$ cat src/cpu_pkg.sv
// 64-bit core with 256-word memories; pc and data addresses wrap modulo 256, no byte enables
`default_nettype none

package cpu_pkg;

  localparam int XLEN    = 64;
  localparam int ILEN    = 32;
  localparam int REG_AW  = 5;
  localparam int MEM_AW  = 8;
  localparam int IMM_W   = 16;
  localparam int PADDR_W = 16;
  localparam int OFFS_W  = PADDR_W - 2;

  // paddr[15:14] picks the region
  localparam logic [1:0] REGION_CTRL = 2'b00;
  localparam logic [1:0] REGION_REG  = 2'b01;
  localparam logic [1:0] REGION_IMEM = 2'b10;
  localparam logic [1:0] REGION_DMEM = 2'b11;

  // control region offsets
  localparam logic [OFFS_W-1:0] CTRL_RUN     = 14'd0;
  localparam logic [OFFS_W-1:0] CTRL_RETIRED = 14'd1;

  typedef enum logic [5:0] {
    OP_NOOP = 6'b000000,
    OP_ADD  = 6'b000100,
    OP_AND  = 6'b100100,
    OP_CMP  = 6'b111100,
    OP_LW   = 6'b001011,
    OP_SW   = 6'b001100,
    OP_JA   = 6'b001111,
    OP_HALT = 6'b111111
  } opcode_e;

  typedef logic [XLEN-1:0]   data_t;
  typedef logic [REG_AW-1:0] reg_idx_t;
  typedef logic [MEM_AW-1:0] mem_addr_t;

  // rd is source and destination
  typedef struct packed {
    opcode_e            op;
    reg_idx_t           rd;
    reg_idx_t           rt;
    logic [IMM_W-1:0]   imm;
  } instr_t;

  typedef struct packed {
    logic reg_we;
    logic mem_re;
    logic mem_we;
    logic use_and;
    logic b_from_reg;
    logic branch;
    logic halt;
  } ctrl_t;

  typedef struct packed {
    logic               psel;
    logic               penable;
    logic               pwrite;
    logic [PADDR_W-1:0] paddr;
    data_t              pwdata;
  } apb_req_t;

  typedef struct packed {
    data_t prdata;
    logic  pready;
    logic  pslverr;
  } apb_rsp_t;

  typedef struct packed {
    logic      en;
    logic      we;
    mem_addr_t addr;
    data_t     wdata;
  } dmem_req_t;

endpackage

`default_nettype wire

$ cat src/apb_host_port.sv
// APB slave; memory and register regions only reachable while stopped, memory reads add one wait
`timescale 1ns/1ps
`default_nettype none

module apb_host_port
  import cpu_pkg::*;
(
  input  logic      clk,
  input  logic      rst,
  input  apb_req_t  apb_req,
  output apb_rsp_t  apb_rsp,
  input  logic      running,
  input  logic      retire,
  output logic      start,
  output reg_idx_t  dbg_addr,
  input  data_t     dbg_data,
  input  logic      core_imem_en,
  input  mem_addr_t core_imem_addr,
  input  dmem_req_t core_dmem,
  output logic      imem_en,
  output logic      imem_we,
  output mem_addr_t imem_addr,
  output instr_t    imem_wdata,
  input  instr_t    imem_rdata,
  output dmem_req_t dmem,
  input  data_t     dmem_rdata
);

  logic [1:0]        region;
  logic [OFFS_W-1:0] offset;
  logic              access;
  logic              host_ok;
  logic              mem_sel;
  logic              rd_wait;
  logic              rd_pend;
  logic              host_imem_en;
  logic              host_imem_we;
  dmem_req_t         host_dmem;
  data_t             retired;

  assign region   = apb_req.paddr[PADDR_W-1:PADDR_W-2];
  assign offset   = apb_req.paddr[OFFS_W-1:0];
  assign access   = apb_req.psel && apb_req.penable;
  assign host_ok  = access && !running;
  assign mem_sel  = region == REGION_IMEM || region == REGION_DMEM;
  // first access cycle of a memory read, the RAM answers next cycle
  assign rd_wait  = host_ok && mem_sel && !apb_req.pwrite && !rd_pend;
  assign dbg_addr = apb_req.paddr[REG_AW-1:0];

  // control writes are zero-wait so this is a single-cycle pulse
  assign start = access && apb_req.pwrite && region == REGION_CTRL &&
                 offset == CTRL_RUN && apb_req.pwdata[0] && !running;

  always_ff @(posedge clk) begin
    if (rst) begin
      rd_pend <= 1'b0;
    end else begin
      rd_pend <= rd_wait;
    end
  end

  always_ff @(posedge clk) begin
    if (rst || start) begin
      retired <= '0;
    end else if (retire) begin
      retired <= retired + 1'b1;
    end
  end

  // host side of the RAM ports
  assign host_imem_en    = host_ok && region == REGION_IMEM && (apb_req.pwrite || !rd_pend);
  assign host_imem_we    = host_ok && region == REGION_IMEM && apb_req.pwrite;
  assign host_dmem.en    = host_ok && region == REGION_DMEM && (apb_req.pwrite || !rd_pend);
  assign host_dmem.we    = host_ok && region == REGION_DMEM && apb_req.pwrite;
  assign host_dmem.addr  = apb_req.paddr[MEM_AW-1:0];
  assign host_dmem.wdata = apb_req.pwdata;
  assign imem_wdata      = instr_t'(apb_req.pwdata[ILEN-1:0]);

  always_comb begin
    if (running) begin
      imem_en   = core_imem_en;
      imem_we   = 1'b0;
      imem_addr = core_imem_addr;
      dmem      = core_dmem;
    end else begin
      imem_en   = host_imem_en;
      imem_we   = host_imem_we;
      imem_addr = apb_req.paddr[MEM_AW-1:0];
      dmem      = host_dmem;
    end
  end

  always_comb begin
    apb_rsp.pready  = !rd_wait;
    apb_rsp.pslverr = access && running && region != REGION_CTRL;
    apb_rsp.prdata  = '0;
    if (!apb_rsp.pslverr) begin
      case (region)
        REGION_CTRL: begin
          if (offset == CTRL_RUN) begin
            apb_rsp.prdata = data_t'(!running);
          end else if (offset == CTRL_RETIRED) begin
            apb_rsp.prdata = retired;
          end
        end
        REGION_REG:  apb_rsp.prdata = dbg_data;
        REGION_IMEM: apb_rsp.prdata = data_t'(imem_rdata);
        default:     apb_rsp.prdata = dmem_rdata;
      endcase
    end
  end

  // a wait state lasts exactly one cycle and only inside an access phase
  a_one_wait: assert property (@(posedge clk) disable iff (rst)
    !apb_rsp.pready |-> access ##1 apb_rsp.pready);

  // any RAM write not issued by the core comes from a host write access while stopped
  a_no_host_write: assert property (@(posedge clk) disable iff (rst)
    (imem_we || (dmem.we && !core_dmem.we)) |->
      !running && access && apb_req.pwrite && mem_sel);

endmodule

`default_nettype wire

$ cat config.mk
export PLATFORM = sky130hd
export DESIGN_NAME = apb_host_port
export DESIGN_NICKNAME = d
export VERILOG_FILES = /design/src/cpu_pkg.sv /design/src/apb_host_port.sv
export SDC_FILE = /design/constraint.sdc
export NUM_CORES = 1
export LEC_CHECK = 0
export ABC_AREA = 1
export BUFFER_PORTS_ARGS = -buffer_cell sky130_fd_sc_hd__buf_4
export CAP_MARGIN = 20
export CORE_AREA = 4 4 199 201
export CTS_CLUSTER_SIZE = 14
export DETAILED_ROUTE_END_ITERATION = 12
export DIE_AREA = 0 0 203 205
export SKIP_LAST_GASP = 1
export SLEW_MARGIN = 30
export SYNTH_ARGS = -nofsm -noshare
export SYNTH_HDL_FRONTEND = slang
export SYNTH_SLANG_ARGS = --single-unit
$ cat constraint.sdc
create_clock -name clk -period 2.22 [get_ports clk]
set_clock_uncertainty 0.1 [all_clocks]
set_input_delay 0.111 -clock clk [delete_from_list [all_inputs] [get_ports clk]]
set_output_delay 0.111 -clock clk [all_outputs]
set_load 0.1 [all_outputs]
# ---- Yosys cells after proc, flatten, opt, wreduce, memory -nomap -nowiden
# Index checks and enable logic that the tools add are counted.
# Widths: inputs -> output; s select.
dict set report totals {
  word_cells 43
  input_bits 330
  regBits 65
}
dict set report op_classes {
  mux 8
  n_eq_ne 4
  n_addsub 1
  reduce_logical 28
}
# operator n
set ops {}
lappend ops {{$mux 64} 3}
lappend ops {{$pmux 64 s3} 1}
lappend ops {{$mux 74} 1}
lappend ops {{$add 64x1->64 const B} 1}
lappend ops {{$logic_and 1x1->1} 18}
lappend ops {{$eq 14x1->1 const B} 1}
lappend ops {{$logic_not 14->1} 1}
lappend ops {{$mux 8} 1}
lappend ops {{$eq 2x2->1 const B} 2}
lappend ops {{$logic_not 1->1} 4}
lappend ops {{$logic_or 1x1->1} 3}
lappend ops {{$eq 2x1->1 const B} 1}
lappend ops {{$logic_not 2->1} 1}
lappend ops {{$mux 1} 2}
lappend ops {{$reduce_bool 2->1} 1}

# ---- Depth between registers and ports, before layout
# Gate-level depths: netlist (run 1).
dict set report logic_depth {
  ltp_word 7
  depth_mapped 10
}

# ---- Worst setup path after synthesis (run 1)
# OpenSTA, ideal clock, no wires.
dict set report synth_path {
  path_kind {input to output}
  startpoint {input apb_req[79] in the netlist's numbering}
  endpoint {output imem_en}
  arrival_time_ns 2.928
  setup_slack_ns -0.919
  path_buffers 2
  cell_stages 6
  required_time_ns 2.009
  cell_sequence {buf_2 > nand2_1 > clkinv_1 > clkbuf_1 > nand2_1 > o21ai_0}
}
dict set report synth_between {
  elab_chain_len 4
}
# item line
set synth_lines {}
lappend synth_lines {{start: declaration} apb_host_port.sv:10} ;# input apb_req_t apb_req,
lappend synth_lines {{$eq 2x2->1} apb_host_port.sv:71} ;# assign host_imem_en = host_ok && region == REGION_IMEM && (apb_req.pwrite || !rd_pend);
lappend synth_lines {{$logic_and 1x1->1 (2 in series)} apb_host_port.sv:71}
lappend synth_lines {{$mux 1} apb_host_port.sv:80} ;# if (running) begin
lappend synth_lines {{end: declaration} apb_host_port.sv:20} ;# output logic imem_en,
# Every way passes these cells.

# ---- Worst setup path after layout (run 1)
dict set report layout_path {
  startpoint {register retired[1]}
  endpoint {register retired[54]}
}
dict set report layout_between {
  elab_chain_len 1
}
# item line
set layout_lines {}
lappend layout_lines {{start: declaration} apb_host_port.sv:39} ;# data_t retired;
lappend layout_lines {{start signal: assignment} apb_host_port.sv:66} ;# retired <= retired + 1'b1;
lappend layout_lines {{$add 64x1->64} apb_host_port.sv:66}
# Every way passes these cells.
# A chain may end at the register's enable or synchronous reset.

==> results.md, run 1 <==
* Reg2Reg Depth at 10
* Combinational Power Share at 56.3%
* Internal power at about 3.1 mW
* Bufs on Longest Clock Path at 2
* Layout cells sized above 1 at about two fifths
* Number of buffers added on ports at between 500 and 600
* Final WL at slightly below 50 mm
* DRC Markers at 0
* Initial antenna violation count at 10
* Fin util at 32.1%
* Starting density of the core at between 15 and 20%
* Vias at ~10k
* Clock sink total at 65
* Clock power share at 25.0%
* Worst setup EP type: flop
* Largest net degree at the start of global routing at between 80 and 90
* Syn Std Cell Area at between 6000 and 7000 µm²
* CTS root buf: clkbuf_16
* FILL cells at 4173
* Distinct cells, synth at 37
* Nets@finish at 2077
* Post-cts sizing count at 0
* DIE HEIGHT at approximately 200 µm
* RSZ-0062 raised after global routing: false
* ANT nets after route at 0
* Seq/Total Area, Yosys at a little under a fifth
* First-pass GRT wire length at roughly 69 mm
* CTS Buf Count at 9
* Reg2Reg Launch Point: retired[1]$_SDFFE_PP0P_
* Router iterations before antenna repair at 6
* GRT Overall Usage at 22.2%
* Avg Cell Area, Syn at between 5 and 6 µm²
* Clock transition at the registers of the reported paths at around 0.050 ns
* Count of cells along the worst hold path at 4
* Final hold viol count at 0
* Detail Placement HPWL at about 43 mm
* H-tree Lvls at 3
* Cells after synthesis at 1277
* Worst slew pin tran at between 0.5 and 0.6 ns
* Switching share of power at about 50%
* Postcts setup bufs at 0
* DR vias/cell at about 4.6
* Die span in x at 203 µm
* GR Overflow Total at 0
* Main synth FF type: dfxtp_1
* Fmax at around 0.48 GHz
* Max FO, Critical Path at 4
* Slew Limit Headroom at 59.9%
* Core region area at 37600 µm²
* Routability cong. at ~1
* Max_cap viols at 0
* Sequential share of power at a little under a fifth
* Number of flops mapped to enable cells by yosys at 0
* Initial DRC count at ~950
* Hold_buf cts at 1
* Setup tns final at 0 ns
* Pwr dens at a little over 500 nW/µm²
* Synthesis Warnings at 0
* Worst VDD drop at between 0.0003 and 0.0004 V
* Std cell rows at 71
* Final slew viol count at 0
* Reg2Reg Setup Slack at roughly 0.13 ns
* Final Critical Period at between 2 and 2.5 ns
* Psw at roughly 3.1 mW
* Class of the worst hold path: in2reg
* Vias in the first global route at slightly below 10k
* Hold path endpoint: rd_pend$_SDFF_PP0_
* Area delta synth->final at 73.7%
* Drt wl/cell at about 22 µm
* Worst path required time at ~2.4 ns
* Setup Crit Path Kind: reg2reg
* # IOs at ~520
* Clk Latency, worst-skew pair at 0.34 ns
* Final setup fails at 0
* CTS tree: built
* WP data arrival at 2.21 ns
* Leakage at 5.45 nW
* Die area at approximately 42000 µm²
* Final Cycle Share at 93.9%
* Worst Hold Launch: apb_req[80]
* Status: completed
* Crit path launch type: flop
* Asr flop ratio synth at 0%
* Post-Syn Nets at between 1.5k and 2k
* R2R Path End: retired[54]$_SDFFE_PP0P_
* Yosys reg bits at 65
[cell families (layout without fill, tap and decap cells)]
kind of cell    after synthesis  after routing  synth area share, %
xor+xnor                     21             21                 2.65
simple gates                839            839                 51.6
fa+ha+maj                     1              1                0.180
buf+inv                     171            645                 11.9
flops                        65             65                 18.7
other cells                   0              5                    0
compound gates              180            180                 15.0
[registers in the layout, indices dropped and copies added (netlist names)]
signal   cells
rd_pend      1
retired     64
[worst max-delay path, stage by stage (launching register included)]
cell	delay, ns
dfxtp_1	0.38
ha_1	0.18
inv_1	0.04
nor2_1	0.22
nand2_1	0.19
nor2_1	0.19
nand3_1	0.28
clkinv_1	0.17
nand3_1	0.09
nand2_1	0.08
nor2_1	0.05
[power groups by stage]
stage / clock [mW] / combinational, mW / sequential, mW
global route: 1.63 / 3.63 / 1.17
detailed placement: 0 / 3.52 / 1.20
CTS: 1.59 / 3.53 / 1.17
global placement: 0 / 3.52 / 1.20
finish: 1.57 / 3.53 / 1.17
floorplan: 0 / 2.42 / 1.20
[placed cells by master, fill, tap and decap left out, types with 5 or more instances in the layout]
cell / netlist / final
nor3_1: 10 / 10
nor3b_2: 6 / 6
nand4_1: 17 / 17
nand2_2: 14 / 14
buf_12: 0 / 10
nor2_2: 28 / 27
a31oi_2: 0 / 17
nand2_1: 531 / 531
diode_2: 0 / 5
dfxtp_1: 65 / 65
a21oi_1: 53 / 15
inv_2: 8 / 8
nor2_1: 167 / 166
nor2_4: 9 / 11
clkbuf_16: 0 / 9
a31oi_4: 0 / 9
nand3_1: 39 / 39
o21ai_0: 68 / 65
buf_4: 39 / 543
a21oi_2: 0 / 38
xnor2_1: 8 / 8
inv_1: 64 / 64
a221oi_1: 26 / 26
xor2_1: 13 / 13
[synthesized netlist by cell type, types with 6 or more instances]
cell      count  area, µm²
nor2_2       28        175
inv_2         8       30.0
nand4_1      17        106
nor2_4        9        101
nor2_1      167        627
xor2_1       13        114
o21ai_0      68        340
clkbuf_1     33        124
xnor2_1       8       70.1
a31oi_1      29        181
a221oi_1     26        228
nor3b_2       6       75.1
buf_4        39        293
buf_2        22        110
nand3_1      39        195
nor3_1       10       50.1
nand2_2      14       87.6
inv_1        64        240
dfxtp_1      65       1300
nand2_1     531       1990
a21oi_1      53        265
[metal layers]
metal | wire length [µm] | GRT usage (%) | up-vias
met4 | 885 | 4.73 | 2
met5 | 7 | 0 | -
met1 | 20700 | 28.3 | 4911
met2 | 25200 | 39.9 | 402
li1 | - | - | 5004
met3 | 2850 | 3.13 | 47
[worst max path at each step]
stage,from,to,depth (start not counted)
6_report,retired[1]$_SDFFE_PP0P_,retired[54]$_SDFFE_PP0P_,10
5_1_grt,retired[1]$_SDFFE_PP0P_,retired[54]$_SDFFE_PP0P_,10
4_1_cts,apb_req[67],apb_rsp[3],10
3_5_place_dp,apb_req[67],apb_rsp[3],10
3_3_place_gp,apb_req[67],apb_rsp[3],10
2_1_floorplan,apb_req[79],imem_en,6
[layout make-up]
| cell class | count | area (µm²) | share of cell area (%) |
|---|---|---|---|
| Inverter | 75 | 283 | 2.34 |
| Clock buffer | 14 | 264 | 2.19 |
| Sequential cell | 65 | 1300 | 10.8 |
| Tap cell | 511 | 639 | 5.30 |
| Antenna cell | 5 | 12.5 | 0.104 |
| Multi-Input combinational cell | 1041 | 5230 | 43.3 |
| Clock inverter | 2 | 60.1 | 0.497 |
| Timing Repair Buffer | 554 | 4290 | 35.5 |
[per-stage QoR]
step                hold slack, ns  setup slack [ns]  total power [mW]  area, µm²  cells
global route                0.0904            0.0158              6.44      12100   2267
floorplan                   0.0834            -0.165              3.61       7340   1277
CTS                         0.0571             0.168              6.29      12100   2262
detailed placement           0.209             0.174              4.72      11700   2245
finish                      0.0524             0.135              6.27      12100   2267
global placement             0.203             0.212              4.72      11700   2245
(Power assumes the default switching activity.)
==> run 2, diff against run 1 <==
--- a/config.mk
+++ b/config.mk
@@ -8,10 +8,10 @@
 export ABC_AREA = 1
 export BUFFER_PORTS_ARGS = -buffer_cell sky130_fd_sc_hd__buf_4
 export CAP_MARGIN = 20
-export CORE_AREA = 4 4 199 201
+export CORE_AREA = 2 2 203 205
 export CTS_CLUSTER_SIZE = 14
 export DETAILED_ROUTE_END_ITERATION = 12
-export DIE_AREA = 0 0 203 205
+export DIE_AREA = 0 0 205 207
 export SKIP_LAST_GASP = 1
 export SLEW_MARGIN = 30
 export SYNTH_ARGS = -nofsm -noshare
==> constraint.sdc (replaced) <==
create_clock -name clk -period 2.5 [get_ports clk]
set_clock_uncertainty 0.1 [all_clocks]
set_input_delay 0.125 -clock clk [delete_from_list [all_inputs] [get_ports clk]]
set_output_delay 0.125 -clock clk [all_outputs]
set_load 0.1 [all_outputs]
==> run 2 against run 1 <==
Net effect: clock-buffer cell count down 5; non-clock buffer count is 5 lower; total power fell by 13%; clock power down 20%; hold slack improved by 0.045 ns; critical path depth stayed put; worst setup slack improved by 0.23 ns; combinational power is 10% lower; sequential share of layout area increased by 0.17 points; via count shrank 0.66%; core utilization decreased by 2.7 points; first-iteration DRC count is 1.3% higher; largest cell class unchanged.
==> results.md, run 2 (synthesis gave the netlist of run 1 again) <==
* Status: completed
* Multi-input logic area at 5140 µm² (-1.7%)
* Final slew viol count at 0 (unchanged)
* Slew Limit Headroom at 54.9% (-5.0 points)
* Inst Count DP at 2261 (+0.71%)
* Fin util at 29.4% (-2.7 points)
* Final Cycle Share at a little under nine tenths
* Commonest non-fill, non-tap cell in the layout: buf_4
* Router iterations before antenna repair at 5 (-1)
* Highest metal used: met5
* CTS tree: built
* Critical path's slowest cell: buf_4
* Core region area at 40400 µm² (+7.4%)
* Nets@finish at 2072 (-0.24%)
* RSZ-0062 raised after global routing: false
* Slowest stage delay, CP at 0.31 ns (-0.07 ns)
* Final setup fails at 0 (unchanged)
* Leakage at 5.37 nW (-1.6%)
* Fmax at 0.468 GHz
* Worst path required time at 2.28 ns (-0.07 ns)
* Area delta synth->final at 71.0%
* Clk Latency, worst-skew pair at 0.34 ns (about the same)
* Setup tns final at 0 ns (unchanged)
* ANT nets after route at 0 (unchanged)
* Class of the worst hold path: in2reg
* Largest regs: retired: 64 flops, rd_pend: 1 flops
* Final hold viol count at 0 (unchanged)
* Die area at 42400 µm² (+2.0%)
* WHS at 0.0974 ns (+0.0449 ns)
* Met2 WL at 25.4 mm (+0.97%)
* Vias in the first global route at 9864 (-0.79%)
* Pwr dens at 459 nW/µm² (-12%)
* Detail Route met3 WL at 4.35 mm (+52%)
* Crit path launch type: input port
* WL met1 at 20.7 mm (+0.23%)
* Clock sink total at 65 (unchanged)
* # IOs at 518 (unchanged)
* DRC Markers at 0 (unchanged)
* Max FO, Critical Path at 52 (+48)
* Initial antenna violation count at 11 (+1)
* Postcts setup bufs at 0 (unchanged)
* Starting density of the core at 17.2% (-1.3 points)
* FILL cells at 4526 (+8.5%)
* Largest net degree at the start of global routing at 85 (+2.4%)
* Post-cts sizing count at 0 (unchanged)
* Max FFs per register at 64 (unchanged)
* Worst VDD drop at 0.000262 V (-26%)
* Drt wl/cell at 22.8 µm (+4.4%)
* Die span in x at 205 µm (+0.99%)
* Worst-path cell chain: buf_4 > inv_1 > nand2_1 > nor3_1 > nand2_1 > nor2_4 > buf_12 > nand2_1 > a31oi_2 > buf_4
* Detail Placement HPWL at 44.6 mm (+4.2%)
* Final Critical Period at between 2 and 2.5 ns
* Std cell rows at 74 (+4.2%)
* GRT Overall Usage at 23.4% (+1.2 points)
* Max_cap viols at 0 (unchanged)
* CTS root buf: clkbuf_16
* Initial DRC count at 966 (+1.3%)
* Final WL at 52.1 mm (+5.0%)
* GR Overflow Total at 0 (unchanged)
* Vias at 10.3k (-0.66%)
* WP data arrival at 1.91 ns (-0.30 ns)
* Setup Crit Path Kind: in2out
* Largest Register: retired
* Bufs on Longest Clock Path at 2 (unchanged)
* DR vias/cell at 4.51 (-1.3%)
* H-tree Lvls at 3 (unchanged)
* Layout cells sized above 1 at 40.4% (-0.18 points)
* CTS Buf Count at 9 (unchanged)
* Worst slew pin tran at 0.677 ns (+0.0813 ns)
* Routability cong. at 1.02 (+1.6%)
* Most frequent cells in the layout: buf_4 (542), nand2_1 (531), nor2_1 (166), o21ai_0 (67), dfxtp_1 (65)
* Register area at 1300 µm² (unchanged)
* Final cell count without fillers at 2281 (+0.62%)
* Worst setup EP type: primary output
* Most Frequent Cell on Critical Path: nand2_1
* Dpl ws at 0.315 ns (+0.141 ns)
* Number of buffers added on ports at 517 (unchanged)
* DIE HEIGHT at 207 µm (+0.98%)
* Clock transition at the registers of the reported paths at 0.06 ns (about the same)
* First-pass GRT wire length at 71.5 mm (+3.6%)
* Post-route setup slack at 0.365 ns (+0.230 ns)
-- run 2: cell count changes in the layout (fill, tap and decap cells not counted), moves of 3 or more --
cell | before | now
a31oi_2 | 17 | 26
a31oi_4 | 9 | 0
buf_12 | 10 | 6
clkbuf_1 | 3 | 0
-- run 2: cell type report --
| type | count | area share [%] |
|---|---|---|
| Clock inverter | 5 | 0.495 |
| Timing Repair Buffer | 549 | 35.3 |
| Clock buffer | 9 | 1.89 |
| Sequential cell | 65 | 10.9 |
| Tap cell | 532 | 5.60 |
| Multi-Input combinational cell | 1041 | 43.3 |
| Antenna cell | 5 | 0.105 |
| Inverter | 75 | 2.38 |
-- run 2: what timing repair did --
| action | in CTS | in global routing |
|---|---|---|
| endpoints found under the hold margin | 1 | 0 |
| hold buffers | 1 | 0 |
| setup endpoints to repair | 0 | 0 |
-- run 2: worst paths after layout --
path / from / to / slack [ns] / cells after the start
hold reg to reg: retired[63]$_SDFFE_PP0P_ / retired[63]$_SDFFE_PP0P_ / 0.41 / 2
hold / removal: retire / retired[1]$_SDFFE_PP0P_ / 0.1 / 3
setup / recovery: apb_req[77] / apb_rsp[55] / 0.37 / 10
setup reg to reg: retired[11]$_SDFFE_PP0P_ / retired[55]$_SDFFE_PP0P_ / 0.49 / 9
-- run 2: through the flow --
stage                     area (µm²)  power [mW]
after global routing           11900        5.60
after detailed placement       11600        4.22
after global placement         11600        4.23
final                          11900        5.45
after CTS                      11900        5.48
after floorplan                 7250        3.20
-- run 2: layer usage --
metal | global-route usage (%) | vias to the layer above
met1 | 28.5 | 4792
met5 | 0 | -
met4 | 7.39 | 8
met2 | 40.3 | 456
met3 | 5.76 | 65
li1 | - | 4977
-- run 2: power by group --
part | internal (mW) | switching, mW | leakage (nW)
sequential | 1.04 | 0.00272 | 0.524
clock | 0.760 | 0.492 | 0.133
combinational | 0.803 | 2.36 | 4.71
-- run 2: critical path, delay by kind of cell --
family	cells	cell delay, ns
AO/OA/AOI/OAI	1	0.16
AND/OR/NAND/NOR	5	0.83
buffers and inverters	4	0.72
